### src/hdl/loopFilter_config.svh
`ifndef LOOPFILTER_CONFIG_SVH
`define LOOPFILTER_CONFIG_SVH

// datapath widths
`define LF_ERR_W        12
`define LF_DATA_W       32
`define LF_ADDR_W       12
`define LF_EXP_W        5
`define LF_UNITY_EXP    11      // exponent giving a gain of one
`define LF_LOCK_W       16

// register map, byte addresses
`define LF_REG_CTRL     12'h000
`define LF_REG_LIMIT    12'h004
`define LF_REG_OFFSET   12'h008
`define LF_REG_LOCK     12'h00C
`define LF_REG_ACCUM    12'h010 // read only
`define LF_REG_STATUS   12'h014 // read only

// field positions
`define LF_OFFSET_LSB   20      // offset lives in the top 12 bits
`define LF_SYNC_LSB     16      // syncThreshold within the lock word
`define LF_STAT_LOCKED  0
`define LF_STAT_SATPOS  1
`define LF_STAT_SATNEG  2

`endif

### src/hdl/loopFilterPkg.sv
`include "loopFilter_config.svh"

package loopFilterPkg;

    // control word, bit 0 first from the bottom of the struct
    typedef struct packed {
        logic [10:0]           spare21;
        logic [`LF_EXP_W-1:0]  lagExp;
        logic [2:0]            spare13;
        logic [`LF_EXP_W-1:0]  leadExp;
        logic [2:0]            spare5;
        logic                  ctrl4;
        logic                  clearAccum;
        logic                  ctrl2;
        logic                  zeroError;
        logic                  invertError;
    } ctrlFields_t;

    typedef union packed {
        logic [`LF_DATA_W-1:0] raw;     // bus view
        ctrlFields_t           fields;  // decoded view
    } ctrlReg_t;

    // error times 2**(exponent-11), exponent 0 turns the path off
    function automatic logic [`LF_DATA_W-1:0] gainShift(
        input logic [`LF_ERR_W-1:0] err,
        input logic [`LF_EXP_W-1:0] exponent
    );
        logic signed [`LF_DATA_W-1:0] wide;
        wide = signed'({{(`LF_DATA_W-`LF_ERR_W){err[`LF_ERR_W-1]}}, err});
        if (exponent == '0)
            return '0;
        else if (exponent < `LF_UNITY_EXP)
            return wide >>> (`LF_UNITY_EXP - exponent);  // floors toward -inf
        else
            return wide << (exponent - `LF_UNITY_EXP);
    endfunction

endpackage

### src/hdl/errorConditioner.sv
`timescale 1ns/1ps
`include "loopFilter_config.svh"

module errorConditioner import loopFilterPkg::*; (
    input  logic                   clk,
    input  logic                   reset,
    input  logic                   clkEn,
    input  logic [`LF_ERR_W-1:0]   error,
    input  logic                   invertError,
    input  logic                   zeroError,
    input  logic [`LF_ERR_W-1:0]   loopOffset,
    input  logic [`LF_LOCK_W-1:0]  lockCount,
    input  logic [`LF_ERR_W-1:0]   syncThreshold,
    output logic [`LF_ERR_W-1:0]   loopError,
    output logic                   locked
);

    logic [`LF_ERR_W-1:0]   signedErr;
    logic [`LF_ERR_W-1:0]   errMag;
    logic [`LF_LOCK_W-1:0]  runCount;
    logic                   inWindow;

    assign signedErr = invertError ? -error : error;

    always_ff @(posedge clk or posedge reset) begin
        if (reset) begin
            loopError <= '0;
        end else if (zeroError) begin      // holds at zero even without clkEn
            loopError <= '0;
        end else if (clkEn) begin
            loopError <= signedErr + loopOffset;   // wraps at 12 bits
        end
    end

    // magnitude as unsigned, so -2048 maps to 2048
    assign errMag   = loopError[`LF_ERR_W-1] ? -loopError : loopError;
    assign inWindow = (errMag <= syncThreshold);

    // run of consecutive small errors
    always_ff @(posedge clk or posedge reset) begin
        if (reset) begin
            runCount <= '0;
        end else if (clkEn) begin
            if (!inWindow)
                runCount <= '0;
            else if (runCount < lockCount)
                runCount <= runCount + 1'b1;
            else
                runCount <= lockCount;         // saturate even after lockCount drops
        end
    end

    assign locked = (lockCount != '0) && (runCount == lockCount);

endmodule

### src/hdl/lagIntegrator.sv
`timescale 1ns/1ps
`include "loopFilter_config.svh"

module lagIntegrator import loopFilterPkg::*; (
    input  logic                   clk,
    input  logic                   reset,
    input  logic                   clkEn,
    input  logic [`LF_ERR_W-1:0]   loopError,
    input  logic [`LF_EXP_W-1:0]   lagExp,
    input  logic [`LF_DATA_W-1:0]  limit,
    input  logic                   clearAccum,
    output logic [`LF_DATA_W-1:0]  lagAccum,
    output logic                   satPos,
    output logic                   satNeg
);

    logic        [`LF_DATA_W-1:0] lagError;
    logic signed [`LF_DATA_W-1:0] sum;
    logic signed [`LF_DATA_W-1:0] posLimit;
    logic signed [`LF_DATA_W-1:0] negLimit;

    // unregistered, keeps lagAccum in step with leadError
    assign lagError = gainShift(loopError, lagExp);
    assign sum      = signed'(lagAccum + lagError);

    // top bit dropped so the limit is never negative
    assign posLimit = signed'({1'b0, limit[`LF_DATA_W-2:0]});
    assign negLimit = -posLimit;

    always_ff @(posedge clk or posedge reset) begin
        if (reset) begin
            lagAccum <= '0;
            satPos   <= 1'b0;
            satNeg   <= 1'b0;
        end else if (clearAccum) begin     // level, not gated by clkEn
            lagAccum <= '0;
            satPos   <= 1'b0;
            satNeg   <= 1'b0;
        end else if (clkEn) begin
            if (sum >= posLimit) begin
                lagAccum <= posLimit;
                satPos   <= 1'b1;
                satNeg   <= 1'b0;
            end else if (sum < negLimit) begin
                lagAccum <= negLimit;
                satPos   <= 1'b0;
                satNeg   <= 1'b1;
            end else begin
                lagAccum <= sum;
                satPos   <= 1'b0;
                satNeg   <= 1'b0;
            end
        end
    end

endmodule

### src/hdl/leadGain.sv
`timescale 1ns/1ps
`include "loopFilter_config.svh"

module leadGain import loopFilterPkg::*; (
    input  logic                   clk,
    input  logic                   reset,
    input  logic                   clkEn,
    input  logic [`LF_ERR_W-1:0]   loopError,
    input  logic [`LF_EXP_W-1:0]   leadExp,
    output logic [`LF_DATA_W-1:0]  leadError
);

    logic [`LF_DATA_W-1:0] scaled;

    // proportional term
    assign scaled = gainShift(loopError, leadExp);

    always_ff @(posedge clk or posedge reset) begin
        if (reset)
            leadError <= '0;
        else if (clkEn)
            leadError <= scaled;
    end

endmodule

### src/hdl/loopFilter.sv
`timescale 1ns/1ps
`include "loopFilter_config.svh"

module loopFilter import loopFilterPkg::*; (
    input  logic                   clk,
    input  logic                   reset,
    input  logic                   clkEn,
    input  logic                   cs,
    input  logic                   wr0,
    input  logic                   wr1,
    input  logic                   wr2,
    input  logic                   wr3,
    input  logic [`LF_ADDR_W-1:0]  addr,
    input  logic [`LF_DATA_W-1:0]  din,
    output logic [`LF_DATA_W-1:0]  dout,
    input  logic [`LF_ERR_W-1:0]   error,
    output logic [`LF_DATA_W-1:0]  loopFreq,
    output logic                   ctrl2,
    output logic                   ctrl4,
    output logic                   satPos,
    output logic                   satNeg,
    output logic                   locked
);

    logic                  invertError, zeroError, clearAccum;
    logic [`LF_EXP_W-1:0]  leadExp, lagExp;
    logic [`LF_DATA_W-1:0] limit;
    logic [`LF_ERR_W-1:0]  loopOffset, syncThreshold, loopError;
    logic [`LF_LOCK_W-1:0] lockCount;
    logic [`LF_DATA_W-1:0] leadError, lagAccum, filterSum;

    loopRegs i_regs (
        .clk, .reset, .cs, .wr0, .wr1, .wr2, .wr3, .addr, .din, .dout,
        .lagAccum, .satPos, .satNeg, .locked,
        .invertError, .zeroError, .ctrl2, .clearAccum, .ctrl4,
        .leadExp, .lagExp, .limit, .loopOffset, .lockCount, .syncThreshold
    );

    errorConditioner i_cond (
        .clk, .reset, .clkEn, .error, .invertError, .zeroError,
        .loopOffset, .lockCount, .syncThreshold, .loopError, .locked
    );

    leadGain i_lead (
        .clk, .reset, .clkEn, .loopError, .leadExp, .leadError
    );

    lagIntegrator i_lag (
        .clk, .reset, .clkEn, .loopError, .lagExp, .limit, .clearAccum,
        .lagAccum, .satPos, .satNeg
    );

    assign filterSum = leadError + lagAccum;   // lead plus lag wraps at 32 bits

    always_ff @(posedge clk or posedge reset) begin
        if (reset)
            loopFreq <= '0;
        else if (clkEn)
            loopFreq <= filterSum;
    end

endmodule

### src/hdl/loopRegs.sv
`timescale 1ns/1ps
`include "loopFilter_config.svh"

module loopRegs import loopFilterPkg::*; (
    input  logic                   clk,
    input  logic                   reset,
    input  logic                   cs,
    input  logic                   wr0,
    input  logic                   wr1,
    input  logic                   wr2,
    input  logic                   wr3,
    input  logic [`LF_ADDR_W-1:0]  addr,
    input  logic [`LF_DATA_W-1:0]  din,
    output logic [`LF_DATA_W-1:0]  dout,
    input  logic [`LF_DATA_W-1:0]  lagAccum,
    input  logic                   satPos,
    input  logic                   satNeg,
    input  logic                   locked,
    output logic                   invertError,
    output logic                   zeroError,
    output logic                   ctrl2,
    output logic                   clearAccum,
    output logic                   ctrl4,
    output logic [`LF_EXP_W-1:0]   leadExp,
    output logic [`LF_EXP_W-1:0]   lagExp,
    output logic [`LF_DATA_W-1:0]  limit,
    output logic [`LF_ERR_W-1:0]   loopOffset,
    output logic [`LF_LOCK_W-1:0]  lockCount,
    output logic [`LF_ERR_W-1:0]   syncThreshold
);

    ctrlReg_t               ctrlReg;
    logic [`LF_DATA_W-1:0]  limitReg;
    logic [`LF_DATA_W-1:0]  offsetReg;
    logic [`LF_DATA_W-1:0]  lockReg;
    logic [`LF_DATA_W-1:0]  statusWord;
    logic [3:0]             lanes;

    // merge the strobed byte lanes into the old value
    function automatic logic [`LF_DATA_W-1:0] laneWrite(
        input logic [`LF_DATA_W-1:0] cur,
        input logic [`LF_DATA_W-1:0] data,
        input logic [3:0]            wrEn
    );
        logic [`LF_DATA_W-1:0] res;
        res = cur;
        for (int b = 0; b < 4; b++) begin
            if (wrEn[b])
                res[b*8 +: 8] = data[b*8 +: 8];
        end
        return res;
    endfunction

    assign lanes = {wr3, wr2, wr1, wr0};

    always_ff @(posedge clk or posedge reset) begin
        if (reset) begin
            ctrlReg.raw <= '0;
            limitReg    <= '0;
            offsetReg   <= '0;
            lockReg     <= '0;
        end else if (cs) begin   // no strobe leaves the word unchanged
            case (addr)
                `LF_REG_CTRL:   ctrlReg.raw <= laneWrite(ctrlReg.raw, din, lanes);
                `LF_REG_LIMIT:  limitReg    <= laneWrite(limitReg, din, lanes);
                `LF_REG_OFFSET: offsetReg   <= laneWrite(offsetReg, din, lanes);
                `LF_REG_LOCK:   lockReg     <= laneWrite(lockReg, din, lanes);
                default: ;                   // accum and status are read only
            endcase
        end
    end

    always_comb begin
        statusWord = '0;
        statusWord[`LF_STAT_LOCKED] = locked;
        statusWord[`LF_STAT_SATPOS] = satPos;
        statusWord[`LF_STAT_SATNEG] = satNeg;
    end

    // readback, zero when not selected
    always_comb begin
        dout = '0;
        if (cs) begin
            case (addr)
                `LF_REG_CTRL:   dout = ctrlReg.raw;
                `LF_REG_LIMIT:  dout = limitReg;
                `LF_REG_OFFSET: dout = offsetReg;
                `LF_REG_LOCK:   dout = lockReg;
                `LF_REG_ACCUM:  dout = lagAccum;
                `LF_REG_STATUS: dout = statusWord;
                default:        dout = '0;
            endcase
        end
    end

    assign invertError   = ctrlReg.fields.invertError;
    assign zeroError     = ctrlReg.fields.zeroError;
    assign ctrl2         = ctrlReg.fields.ctrl2;
    assign clearAccum    = ctrlReg.fields.clearAccum;
    assign ctrl4         = ctrlReg.fields.ctrl4;
    assign leadExp       = ctrlReg.fields.leadExp;
    assign lagExp        = ctrlReg.fields.lagExp;
    assign limit         = limitReg;
    assign loopOffset    = offsetReg[`LF_OFFSET_LSB +: `LF_ERR_W];
    assign lockCount     = lockReg[`LF_LOCK_W-1:0];
    assign syncThreshold = lockReg[`LF_SYNC_LSB +: `LF_ERR_W];

endmodule

### config.mk
export PLATFORM = sky130hd
export DESIGN_NAME = loopFilter
export DESIGN_NICKNAME = d
export VERILOG_FILES = /design/src/hdl/loopFilterPkg.sv /design/src/hdl/errorConditioner.sv /design/src/hdl/lagIntegrator.sv /design/src/hdl/leadGain.sv /design/src/hdl/loopFilter.sv /design/src/hdl/loopRegs.sv
export VERILOG_INCLUDE_DIRS = /design/src /design/src/hdl
export SDC_FILE = /design/constraint.sdc
export NUM_CORES = 1
export LEC_CHECK = 0
export BUFFER_PORTS_ARGS = -buffer_cell sky130_fd_sc_hd__buf_2
export CAP_MARGIN = 5
export CORE_UTILIZATION = 45
export CTS_BUF_LIST = sky130_fd_sc_hd__clkbuf_8
export DETAILED_ROUTE_END_ITERATION = 8
export SETUP_SLACK_MARGIN = 0.1
export SLEW_MARGIN = 0
export SYNTH_ARGS = -nofsm -noshare
export SYNTH_HDL_FRONTEND = slang
export SYNTH_SLANG_ARGS = --single-unit
export TNS_END_PERCENT = 20
### constraint.sdc
create_clock -name clk -period 9.5 [get_ports clk]
set_clock_uncertainty 0.1 [all_clocks]
set_input_delay 0 -clock clk [delete_from_list [all_inputs] [get_ports clk]]
set_output_delay 0 -clock clk [all_outputs]
set_load 0.02 [all_outputs]
==> summary.txt, run 1 <==
Run status
  • Status: complete, but fails checks
  • Failing checks: hold timing

Cells and area
  • Finished Layout Cells: 3262
  • Layout area overhead: 12.7%
  • Nets: 2853
  • Fillers: 4608
  • Layout cell share with drive strength beyond 1: 0.172

Setup path
  • R2R depth: 33
  • Crit path max-delay cell type: a21oi_1
  • Family with the most delay on the worst path: compound AO/OA/AOI/OAI gates
  • Crit path kind: flop to flop
  • CP Max Fanout: 27
  • Critical Path Source Type: flop
  • R2R Path Start: i_regs.ctrlReg[18]
  • RR Endpoint: i_lag.lagAccum[13]
  • CP arrival: between 9 and 10 ns
  • Reg2Reg Setup Slack: 0.79 ns
  • Crit path buf inv count: 1
  • Crit end category: flop
  • Crit-path max cell delay: 0.64 ns
  • Most frequent CP cell: a21oi_1
  • CP Data Required Time: 9.89 ns

Floorplanning
  • Core box area: about 0.048 mm²
  • Die Area: 0.0491 mm²
  • Die Y: ~220 µm
  • Starting Density: 0.455
  • # IOs: 133
  • Die width: 222 µm
  • Placement Rows: 80

Timing
  • Hold slack: -0.000290 ns
  • Sum of negative setup slack: 0 ns
  • Slew headroom: 0.178
  • Achievable Freq: about 110 MHz
  • Count of pins over their slew limit: 0
  • Endpoints failing hold: 1
  • RSZ-0062 raised after global routing: false
  • Slew @ Worst Pin: 1.20 ns
  • Final setup fails: 0
  • Tmin final: slightly below 9 ns
  • Final period util: 0.917

Power
  • Sw Ratio: 0.345
  • Power Dens Cells: 124 mW/mm²
  • Leak: about 12 nW
  • Combinational Power Share: 0.239
  • Cell-internal power: 0.00198 W
  • Sw Pwr: around 0.0010 W
  • Sequential Power Share: 0.388
  • Worst IR Drop VDD: about 0.00014 V
  • Clock network fraction of design power: 0.373

Logic synthesis
  • Ys Warns: 0
  • Share of async-settable or async-resettable flops after synthesis: 1.00
  • Post-synthesis sequential element count: 254
  • Mapped Cells: 2470
  • Sequential area share after synthesis: 0.293
  • Post-synth EDFFs: 0
  • Netlist cell types: 85
  • Avg Inst Size Synth: 8.78 µm²
  • Post-synthesis net count: 2714
  • Post-Syn Area: 0.0217 mm²
  • Main synth FF type: dfrtp_1

Placed design
  • Port bufs: 132
  • Post-Place Cells: ~3100
  • DP HPWL: 61100 µm
  • Final Wtd Congestion: 0.996

Route
  • DRC Markers: 0
  • First-pass iteration count of the detailed router: 7
  • DRT iter0 DRCs: ~2100
  • Via/cell ratio: 6.29
  • Via count: 20500
  • Post-Route WL: between 80000 and 90000 µm
  • Antenna Nets Post-Route: 0
  • Routed WL per cell: 24.7 µm

Clocking
  • H-tree depth: 2
  • Sink Count: approximately 250
  • CTS Root Cell: clkbuf_8
  • Clock Path Buffers: 3
  • Post CTS Setup Buffer Count: 0
  • CTS buffer count: 48
  • CTS tree: yes
  • Reg clk slew, reported paths: 0.06 ns
  • Latest clock arrival within the worst-skew pair: 0.67 ns

Run
  • Max Cap Viol: 0

Worst hold path
  • Worst Hold Class: input port to async pin

Global routing
  • Total gr overflow: 0
  • Number of global-route vias before repair: ~20000
  • GRT Util Overall: 0.326
  • Largest net degree at the start of global routing: 122
  • First-pass GRT wire length: 123000 µm
  • Antenna violations before repair: 2
## cells by family after synthesis
kind of cell / synth area share
AOI/OAI and AO/OA: 0.221
muxes: 0.135
xor gates and xnor gates: 0.0508
and+or+nand+nor: 0.142
adders and majority gates: 0.105
DFF: 0.293
buffers and inverters: 0.0530
## layer usage
metal | global-route usage | share of wire | vias to the layer above
met4 | 0.148 | 0.047 | 0
met2 | 0.525 | 0.46 | 921
met1 | 0.435 | 0.43 | 10000
met3 | 0.0461 | 0.066 | 176
met5 | 0 | 0 | -
li1 | - | - | 9390
## timing repair
item,CTS,global route
endpoints found under the setup margin,0,28
endpoints found under the hold margin,285,0
hold buffers,51,0
resized for setup,0,1
## cell type report
type / instances / area (µm²) / share of cell area
multi-input cells: 1922 / 14200 / 0.581
clock inverters: 25 / 151 / 0.00620
clock buffers: 61 / 840 / 0.0344
repair buffers: 229 / 1520 / 0.0622
diodes: 2 / 5.00 / 0.000205
flip-flops and latches: 254 / 6360 / 0.260
well taps: 615 / 769 / 0.0315
inverters: 154 / 586 / 0.0240
## flip-flops by register name, indices dropped and copies added (netlist names)
name,cells
i_cond.loopError,12
i_cond.runCount,16
i_lag.lagAccum,32
i_lag.satNeg,1
i_lag.satPos,1
i_lead.leadError,32
i_regs.ctrlReg,32
i_regs.limit,32
i_regs.lockReg,32
i_regs.offsetReg,32
loopFreq,32
## cell usage in the layout, fill, tap and decap left out, types with 17 or more instances in the layout
| master | n |
|---|---|
| a22o_1 | 21 |
| xnor2_1 | 105 |
| dfrtp_1 | 253 |
| nor3_1 | 57 |
| nand3_1 | 38 |
| o21a_1 | 17 |
| o21bai_1 | 17 |
| a21oi_1 | 205 |
| and3_1 | 19 |
| nor2_1 | 189 |
| inv_1 | 168 |
| clkbuf_8 | 61 |
| mux2_2 | 160 |
| ha_1 | 177 |
| buf_2 | 131 |
| mux2i_1 | 82 |
| nand2_1 | 160 |
| o22ai_1 | 54 |
| o21ai_0 | 131 |
| a211oi_1 | 31 |
| nor2b_1 | 34 |
| buf_4 | 47 |
| a21o_1 | 54 |
| xor2_1 | 17 |
| a222oi_1 | 27 |
| a31oi_1 | 40 |
| o2bb2ai_1 | 19 |
| dlygate4sd3_1 | 51 |
## power groups by stage
stage | Combinational (W) | Sequential, W | Clock (W)
floorplan | 0.000490 | 0.00116 | 0
global placement | 0.000681 | 0.00119 | 0
detailed placement | 0.000692 | 0.00119 | 0
CTS | 0.000711 | 0.00117 | 0.00115
global route | 0.000775 | 0.00117 | 0.00120
finish | 0.000724 | 0.00117 | 0.00113
## worst min-delay path, delay by kind of cell
family / cells / cell delay, ns
buffers and inverters: 3 / 1.27
## worst max-delay path by stage
stage | slack [ns] | to | cells past startpoint | startpoint
finish | 0.79 | i_lag.lagAccum[13] | 33 | i_regs.ctrlReg[18]
detailed placement | 0.83 | i_lag.lagAccum[8] | 34 | i_regs.ctrlReg[18]
CTS | 0.74 | i_lag.lagAccum[4] | 34 | i_regs.ctrlReg[18]
global route | 0.18 | i_lag.lagAccum[15] | 33 | i_regs.ctrlReg[18]
floorplan | 1.92 | i_lag.lagAccum[11] | 35 | i_regs.ctrlReg[16]
global placement | 0.93 | i_lag.lagAccum[22] | 34 | i_regs.ctrlReg[18]
## synth_stat cells, types with 14 or more instances
library cell | count | area, µm²
nor2_1 | 189 | 709
nand4_1 | 14 | 87.6
clkbuf_1 | 114 | 428
nor3_1 | 57 | 285
nand3_1 | 38 | 190
a22oi_1 | 14 | 105
and2_1 | 16 | 100
a21o_1 | 54 | 405
inv_1 | 153 | 574
o2bb2ai_1 | 19 | 166
ha_1 | 177 | 2210
nand2b_1 | 16 | 100
a211oi_1 | 31 | 233
mux2_2 | 160 | 1800
dfrtp_1 | 254 | 6360
and3_1 | 19 | 119
a211o_1 | 16 | 140
mux2i_1 | 82 | 821
o21a_1 | 17 | 128
a31oi_1 | 40 | 250
a22o_1 | 21 | 184
nand2_1 | 160 | 601
o21bai_1 | 17 | 128
nor3b_1 | 15 | 113
a21oi_1 | 205 | 1030
o21ai_0 | 132 | 661
o211ai_1 | 14 | 105
nor2b_1 | 35 | 219
xor2_1 | 17 | 149
mux4_2 | 14 | 315
o22ai_1 | 54 | 338
xnor2_1 | 105 | 920
a222oi_1 | 27 | 270
## metrics by stage
step,instance area (µm²),util,hold WS [ns],power (W),worst slack (ns)
floorplan,21700,-,0.0506,0.00165,1.92
global placement,22900,0.481,0.142,0.00187,0.927
detailed placement,22900,0.481,0.159,0.00188,0.831
CTS,24400,0.513,0.00211,0.00303,0.738
global route,24400,0.513,0.0127,0.00315,0.183
finish,24400,0.513,-0.000290,0.00303,0.791
No activity file was read; power rests on OpenSTA's default activity.
==> run 2: changes to the inputs <==
--- a/config.mk
+++ b/config.mk
@@ -9,7 +9,10 @@
 export BUFFER_PORTS_ARGS = -buffer_cell sky130_fd_sc_hd__buf_2
 export CAP_MARGIN = 5
+export CELL_PAD_IN_SITES_DETAIL_PLACEMENT = 1
+export CELL_PAD_IN_SITES_GLOBAL_PLACEMENT = 1
 export CORE_UTILIZATION = 45
 export CTS_BUF_LIST = sky130_fd_sc_hd__clkbuf_8
 export DETAILED_ROUTE_END_ITERATION = 8
+export PLACE_DENSITY_LB_ADDON = 0.1
 export SETUP_SLACK_MARGIN = 0.1
 export SLEW_MARGIN = 0
==> constraint.sdc (replaced) <==
create_clock -name clk -period 9.5 [get_ports clk]
set_clock_uncertainty 0.1 [all_clocks]
set_input_delay 0.475 -clock clk [delete_from_list [all_inputs] [get_ports clk]]
set_output_delay 0.475 -clock clk [all_outputs]
set_load 0.02 [all_outputs]
==> run 2 against run 1 <==
Effect of this change:
- the flow now finishes without violations
- flip-flop and latch count stayed put
- design area fell by 1.3%
- total power is essentially flat
- utilization fell by 0.65 points
- non-clock buffer count fell by 29
- fmax shrank 0.40%
- sequential share of layout area up 0.33 points
- sequential power about the same
- critical path type unchanged
- largest power group unchanged
==> summary.txt, run 2 (synthesis gave the netlist of run 1 again) <==
Global routing
  • GRT Util Overall: 0.350 (+0.0235)
  • Largest net degree at the start of global routing: 125 (+2.5%)
  • M1 GR Usage: 0.438 (+0.00253)
  • Antenna violations before repair: 1 (-1)
  • Total gr overflow: 0 (unchanged)
  • First-pass GRT wire length: 132000 µm (+7.2%)
  • Number of global-route vias before repair: 21500 (+6.9%)
  • Met2 usage: 0.597 (+0.0715)
  • Gr busiest metal: met2
  • Met3 Use GR: 0.0432 (-0.00292)

Timing
  • Endpoints failing hold: 0 (-1)
  • Final period util: 0.920 (+0.00367)
  • Tmin final: 8.74 ns (+0.0349 ns)
  • Slew headroom: 0.144 (-0.0337)
  • Slew @ Worst Pin: 1.27 ns (+0.0698 ns)
  • Sum of negative setup slack: 0 ns (unchanged)
  • Count of pins over their slew limit: 0 (unchanged)
  • RSZ-0062 raised after global routing: false
  • Achievable Freq: 114 MHz (-0.40%)
  • Final setup fails: 0 (unchanged)

Power
  • Leak: 11.4 nW (-1.2%)
  • Combinational Power Share: 0.239 (about the same)
  • Sw Pwr: 0.00105 W (+0.67%)
  • Cell-internal power: 0.00197 W (-0.38%)
  • Sw Ratio: 0.348 (+0.00237)
  • Clock network fraction of design power: 0.376 (+0.003)
  • Power Dens Cells: 125 mW/mm² (+1.3%)
  • Worst IR Drop VDD: 0.000106 V (-24%)
  • Sequential Power Share: 0.385 (-0.003)

Clocking
  • Post CTS Setup Buffer Count: 0 (unchanged)
  • Reg clk slew, reported paths: 0.06 ns (about the same)
  • Latest clock arrival within the worst-skew pair: 0.67 ns (about the same)
  • Sink Count: 254 (unchanged)
  • CTS Root Cell: clkbuf_8
  • Post-CTS Resized: 0 (unchanged)
  • H-tree depth: 2 (unchanged)
  • CTS tree: yes
  • CTS buffer count: 49 (+2.1%)
  • Clock Path Buffers: 3 (unchanged)

Setup path
  • CP arrival: 9.17 ns (+0.08 ns)
  • CP Max Fanout: 18 (-33%)
  • Critical Path Source Type: flop
  • Crit path kind: flop to flop
  • Most frequent CP cell: a21oi_1
  • Crit path max-delay cell type: a2111oi_0
  • Crit-path max cell delay: 0.91 ns (+0.27 ns)
  • CP Data Required Time: 9.93 ns (+0.04 ns)
  • Crit end category: flop

Route
  • Antenna Nets Post-Route: 0 (unchanged)
  • Via/cell ratio: 6.35 (+1.1%)
  • Routed WL per cell: 26.7 µm (+8.2%)
  • DRC Markers: 0 (unchanged)
  • Post-Route WL: 86300 µm (+7.1%)
  • First-pass iteration count of the detailed router: 8 (+1)
  • DRT iter0 DRCs: 1484 (-29%)
  • Via count: 20500 (+0.083%)

Placed design
  • Post-Place Cells: 3124 (+0.032%)
  • Final Wtd Congestion: 0.950 (-4.6%)
  • Port bufs: 132 (unchanged)
  • DP HPWL: 67000 µm (+9.7%)

Cells and area
  • Most frequent cells in the layout: dfrtp_1 (254), a21oi_1 (205), nor2_1 (189)
  • Nets: 2825 (-0.98%)
  • Multi-input logic area: 0.0142 mm² (about the same)
  • Ant. Diodes: 0 (-2)
  • Layout cell share with drive strength beyond 1: 0.174 (+0.00159)
  • Register area: 0.00636 mm² (about the same)
  • Finished Layout Cells: 3230 (-0.98%)
  • Most common cell after layout, fill and taps aside: dfrtp_1
  • Layout area overhead: 11.2%
  • Final core utilization: 0.506 (-0.00649)
  • Fillers: 5608 (+22%)

Floorplanning
  • Starting Density: 0.455 (unchanged)
  • Die Area: 0.0491 mm² (unchanged)
  • Die Y: 222 µm (unchanged)
  • Placement Rows: 80 (unchanged)
  • Core box area: 0.0476 mm² (unchanged)
  • # IOs: 133 (unchanged)
  • Die width: 222 µm (unchanged)

Run status
  • Status: finished clean

Run
  • Max Cap Viol: 0 (unchanged)

Worst hold path
  • Worst Hold Class: input port to flop
run 2: cell count changes in the layout (fill, tap and decap cells not counted), sizes merged:
| cell | delta |
|---|---|
| dlygate4sd3 | -30 |
| inv | -3 |
| clkbuf | +2 |
| diode | -2 |
| buf | +1 |
| bufinv | -1 |
| clkinv | +1 |
run 2: path summary, 6_finish.rpt:
path                                     from                    to  slack [ns]  depth (start not counted)
setup / recovery           i_regs.ctrlReg[18]    i_lag.lagAccum[27]        0.76                         30
min in group asynchronous               reset    i_regs.lockReg[26]        0.49                          3
hold reg to reg                  loopFreq[20]          loopFreq[20]        0.40                          1
setup reg to reg           i_regs.ctrlReg[18]    i_lag.lagAccum[27]        0.76                         30
max in group asynchronous               reset    i_cond.runCount[6]        7.23                          4
hold / removal                        din[10]  i_regs.offsetReg[10]        0.05                          2
run 2: power groups by stage:
stage               Clock, W  Sequential [W]  Combinational (W)
floorplan                  0         0.00116           0.000490
global placement           0         0.00118           0.000681
detailed placement         0         0.00118           0.000708
CTS                  0.00116         0.00116           0.000715
global route         0.00120         0.00117           0.000775
finish               0.00114         0.00117           0.000724
run 2: layout make-up:
class | count | share of cell area
clock buffers | 63 | 0.0359
well taps | 615 | 0.0319
inverters | 154 | 0.0243
repair buffers | 200 | 0.0508
flip-flops and latches | 254 | 0.263
multi-input cells | 1922 | 0.589
clock inverters | 22 | 0.00503
run 2: critical path, delay by kind of cell, from the launching register on:
family          cells  cell delay, ns
fa+ha+maj           3            0.93
flops               1            0.59
xor+xnor            1            0.18
buf+inv             1            0.25
simple gates        6            0.94
compound gates     19            5.62
run 2: layer usage:
metal,vias up,wire length (µm)
li1,9308,-
met1,10400,36800
met2,607,41400
met3,183,3770
met4,0,4300
met5,-,0
run 2: timing repair:
item | 4_1_cts | 5_1_grt
endpoints found under the hold margin | 193 | 0
setup endpoints to repair | 0 | 0
hold buffers | 21 | 0
run 2: per-stage QoR:
step | hold slack (ns) | setup slack [ns] | power [W] | area, µm²
2_1_floorplan | 0.378 | 1.92 | 0.00165 | 21700
3_3_place_gp | 0.385 | 1.22 | 0.00186 | 22900
3_5_place_dp | 0.392 | 1.01 | 0.00189 | 22900
4_1_cts | 0.00324 | 0.982 | 0.00304 | 24100
5_1_grt | 0.0155 | 0.292 | 0.00314 | 24100
6_report | 0.0480 | 0.756 | 0.00303 | 24100
==> run 3: changes to the inputs <==
clock period = 10.7 ns   (was 9.5 ns; I/O delays follow)
==> run 3 against run 2 <==
Effect of this change:
- non-clock buffer count down 31
- utilization shrank 0.48 points
- cell count is 0.87% lower
- hold slack lost 0.036 ns
- worst setup slack gained 0.49 ns
- sequential power shrank 11%
- design area down 0.94%
- register-to-register slack better by 0.49 ns
- flip-flop and latch count unchanged
- sequential share of layout area rose by 0.25 points
- total power decreased by 10%
- global-route usage decreased by 0.18 points
- largest cell class unchanged
==> summary.txt, run 3 (synthesis gave the netlist of run 1 again) <==
Timing
  • Tmin final: 9.45 ns (+0.707 ns)
  • Final period util: 0.883 (-0.0371)
  • Sum of negative setup slack: 0 ns (unchanged)
  • Endpoints failing hold: 0 (unchanged)
  • RSZ-0062 raised after global routing: false
  • Slew headroom: 0.172 (+0.0274)
  • Count of pins over their slew limit: 0 (unchanged)
  • Achievable Freq: 106 MHz (-7.5%)
  • Final setup fails: 0 (unchanged)
  • Slew @ Worst Pin: 1.24 ns (-0.0336 ns)

Floorplanning
  • Core box area: 0.0476 mm² (unchanged)
  • # IOs: 133 (unchanged)
  • Die width: 222 µm (unchanged)
  • Die Y: 222 µm (unchanged)
  • Starting Density: 0.455 (unchanged)
  • Placement Rows: 80 (unchanged)
  • Die Area: 0.0491 mm² (unchanged)

Placed design
  • DP HPWL: 66200 µm (-1.2%)
  • Final Wtd Congestion: 0.975 (+2.6%)
  • Placed Area: 0.0229 mm² (-0.33%)
  • Port bufs: 132 (unchanged)

Clocking
  • Sink Count: 254 (unchanged)
  • CTS Root Cell: clkbuf_8
  • H-tree depth: 2 (unchanged)
  • CTS tree: yes
  • Post CTS Setup Buffer Count: 0 (unchanged)
  • Reg clk slew, reported paths: 0.06 ns (about the same)
  • Latest clock arrival within the worst-skew pair: 0.66 ns (about the same)
  • Clock Path Buffers: 3 (unchanged)
  • Post-CTS Resized: 0 (unchanged)
  • CTS buffer count: 48 (-2.0%)
  • CTS Hold Bufs: 0 (-100%)

Global routing
  • Antenna violations before repair: 1 (unchanged)
  • Largest net degree at the start of global routing: 133 (+6.4%)
  • Number of global-route vias before repair: 21300 (-0.75%)
  • GRT Util Overall: 0.348 (-0.00179)
  • First-pass GRT wire length: 131000 µm (-0.21%)
  • Total gr overflow: 0 (unchanged)

Route
  • Antenna Nets Post-Route: 0 (unchanged)
  • Via count: 20400 (-0.57%)
  • Post-Route WL: 85900 µm (-0.47%)
  • DRC Markers: 0 (unchanged)
  • DRT iter0 DRCs: 1389 (-6.4%)
  • Via/cell ratio: 6.37 (+0.29%)
  • Routed WL per cell: 26.8 µm (+0.40%)
  • First-pass iteration count of the detailed router: 7 (-1)

Setup path
  • Crit path kind: flop to flop
  • Critical Path Source Type: flop
  • CP Data Required Time: 11.19 ns (+1.26 ns)
  • Crit path max-delay cell type: dfrtp_1
  • CP arrival: 9.94 ns (+0.77 ns)
  • Most frequent CP cell: nor2_1
  • Crit end category: flop
  • Crit-path max cell delay: 0.93 ns (+0.02 ns)
  • CP Max Fanout: 27 (+9)

Power
  • Worst IR Drop VDD: 0.000103 V (-2.4%)
  • Power Dens Cells: 114 mW/mm² (-9.2%)
  • Leak: 11.3 nW (-0.93%)

Cells and area
  • Most common cell after layout, fill and taps aside: dfrtp_1
  • Layout area overhead: 10.2%
  • Layout cell share with drive strength beyond 1: 0.172 (-0.00160)
  • Ant. Diodes: 0 (unchanged)
  • Nets: 2793 (-1.1%)
  • Most frequent cells in the layout: dfrtp_1 (254), a21oi_1 (205), nor2_1 (189)
  • Post-route cell area: 0.0239 mm² (-0.94%)

Worst hold path
  • Worst Hold Class: input port to async pin

Run
  • Max Cap Viol: 0 (unchanged)

Run status
  • Status: finished clean
[run 3: final timing paths]
check                                   start  cells after the start  slack (ns)                    to
max                        i_regs.ctrlReg[18]                     34        1.25    i_lag.lagAccum[27]
min                                     reset                      2        0.01  i_regs.offsetReg[30]
max reg2reg                i_regs.ctrlReg[18]                     34        1.25    i_lag.lagAccum[27]
min reg2reg                      loopFreq[17]                      1        0.40          loopFreq[17]
max in group asynchronous               reset                      3        8.97      i_regs.limit[23]
min in group clk                      din[29]                      2        0.05    i_regs.lockReg[29]
[run 3: metal layers]
layer	vias up	GRT usage	part of all wire
met5	-	0	0
met4	0	0.167	0.049
met3	192	0.0485	0.057
met2	697	0.594	0.48
met1	10300	0.433	0.41
li1	9248	-	-
[run 3: report_power, final]
part | total (W) | switching, W | internal [W]
clock network | 0.00107 | 0.000486 | 0.000581
logic | 0.000614 | 0.000390 | 0.000223
registers | 0.00104 | 0.0000574 | 0.000983
total | 0.00272 | 0.000934 | 0.00179
[run 3: critical path, delay by kind of cell, from the launching register on]
kind            cells  cell delay [ns]
flops               1             0.93
simple gates        8             2.54
compound gates     18             3.61
buf+inv             3             0.83
xor+xnor            2             0.45
fa+ha+maj           3             0.90
[run 3: layout make-up]
| type | instances | area, µm² |
|---|---|---|
| repair buffers | 169 | 941 |
| flip-flops and latches | 254 | 6360 |
| well taps | 615 | 769 |
| fillers | 5623 | 23700 |
| multi-input cells | 1922 | 14200 |
| clock inverters | 32 | 275 |
| clock buffers | 56 | 771 |
| inverters | 154 | 586 |
[run 3: through the flow]
stage | cells | total power (W) | hold WS, ns | util | setup WS, ns
finish | 3202 | 0.00272 | 0.0118 | 0.502 | 1.25
global route | 3202 | 0.00282 | 0.0544 | 0.502 | 0.424
CTS | 3202 | 0.00273 | 0.0167 | 0.502 | 1.44
detailed placement | 3114 | 0.00166 | 0.392 | 0.480 | 1.48
global placement | 3114 | 0.00164 | 0.386 | 0.480 | 1.78
floorplan | 2470 | 0.00147 | 0.378 | - | 3.08
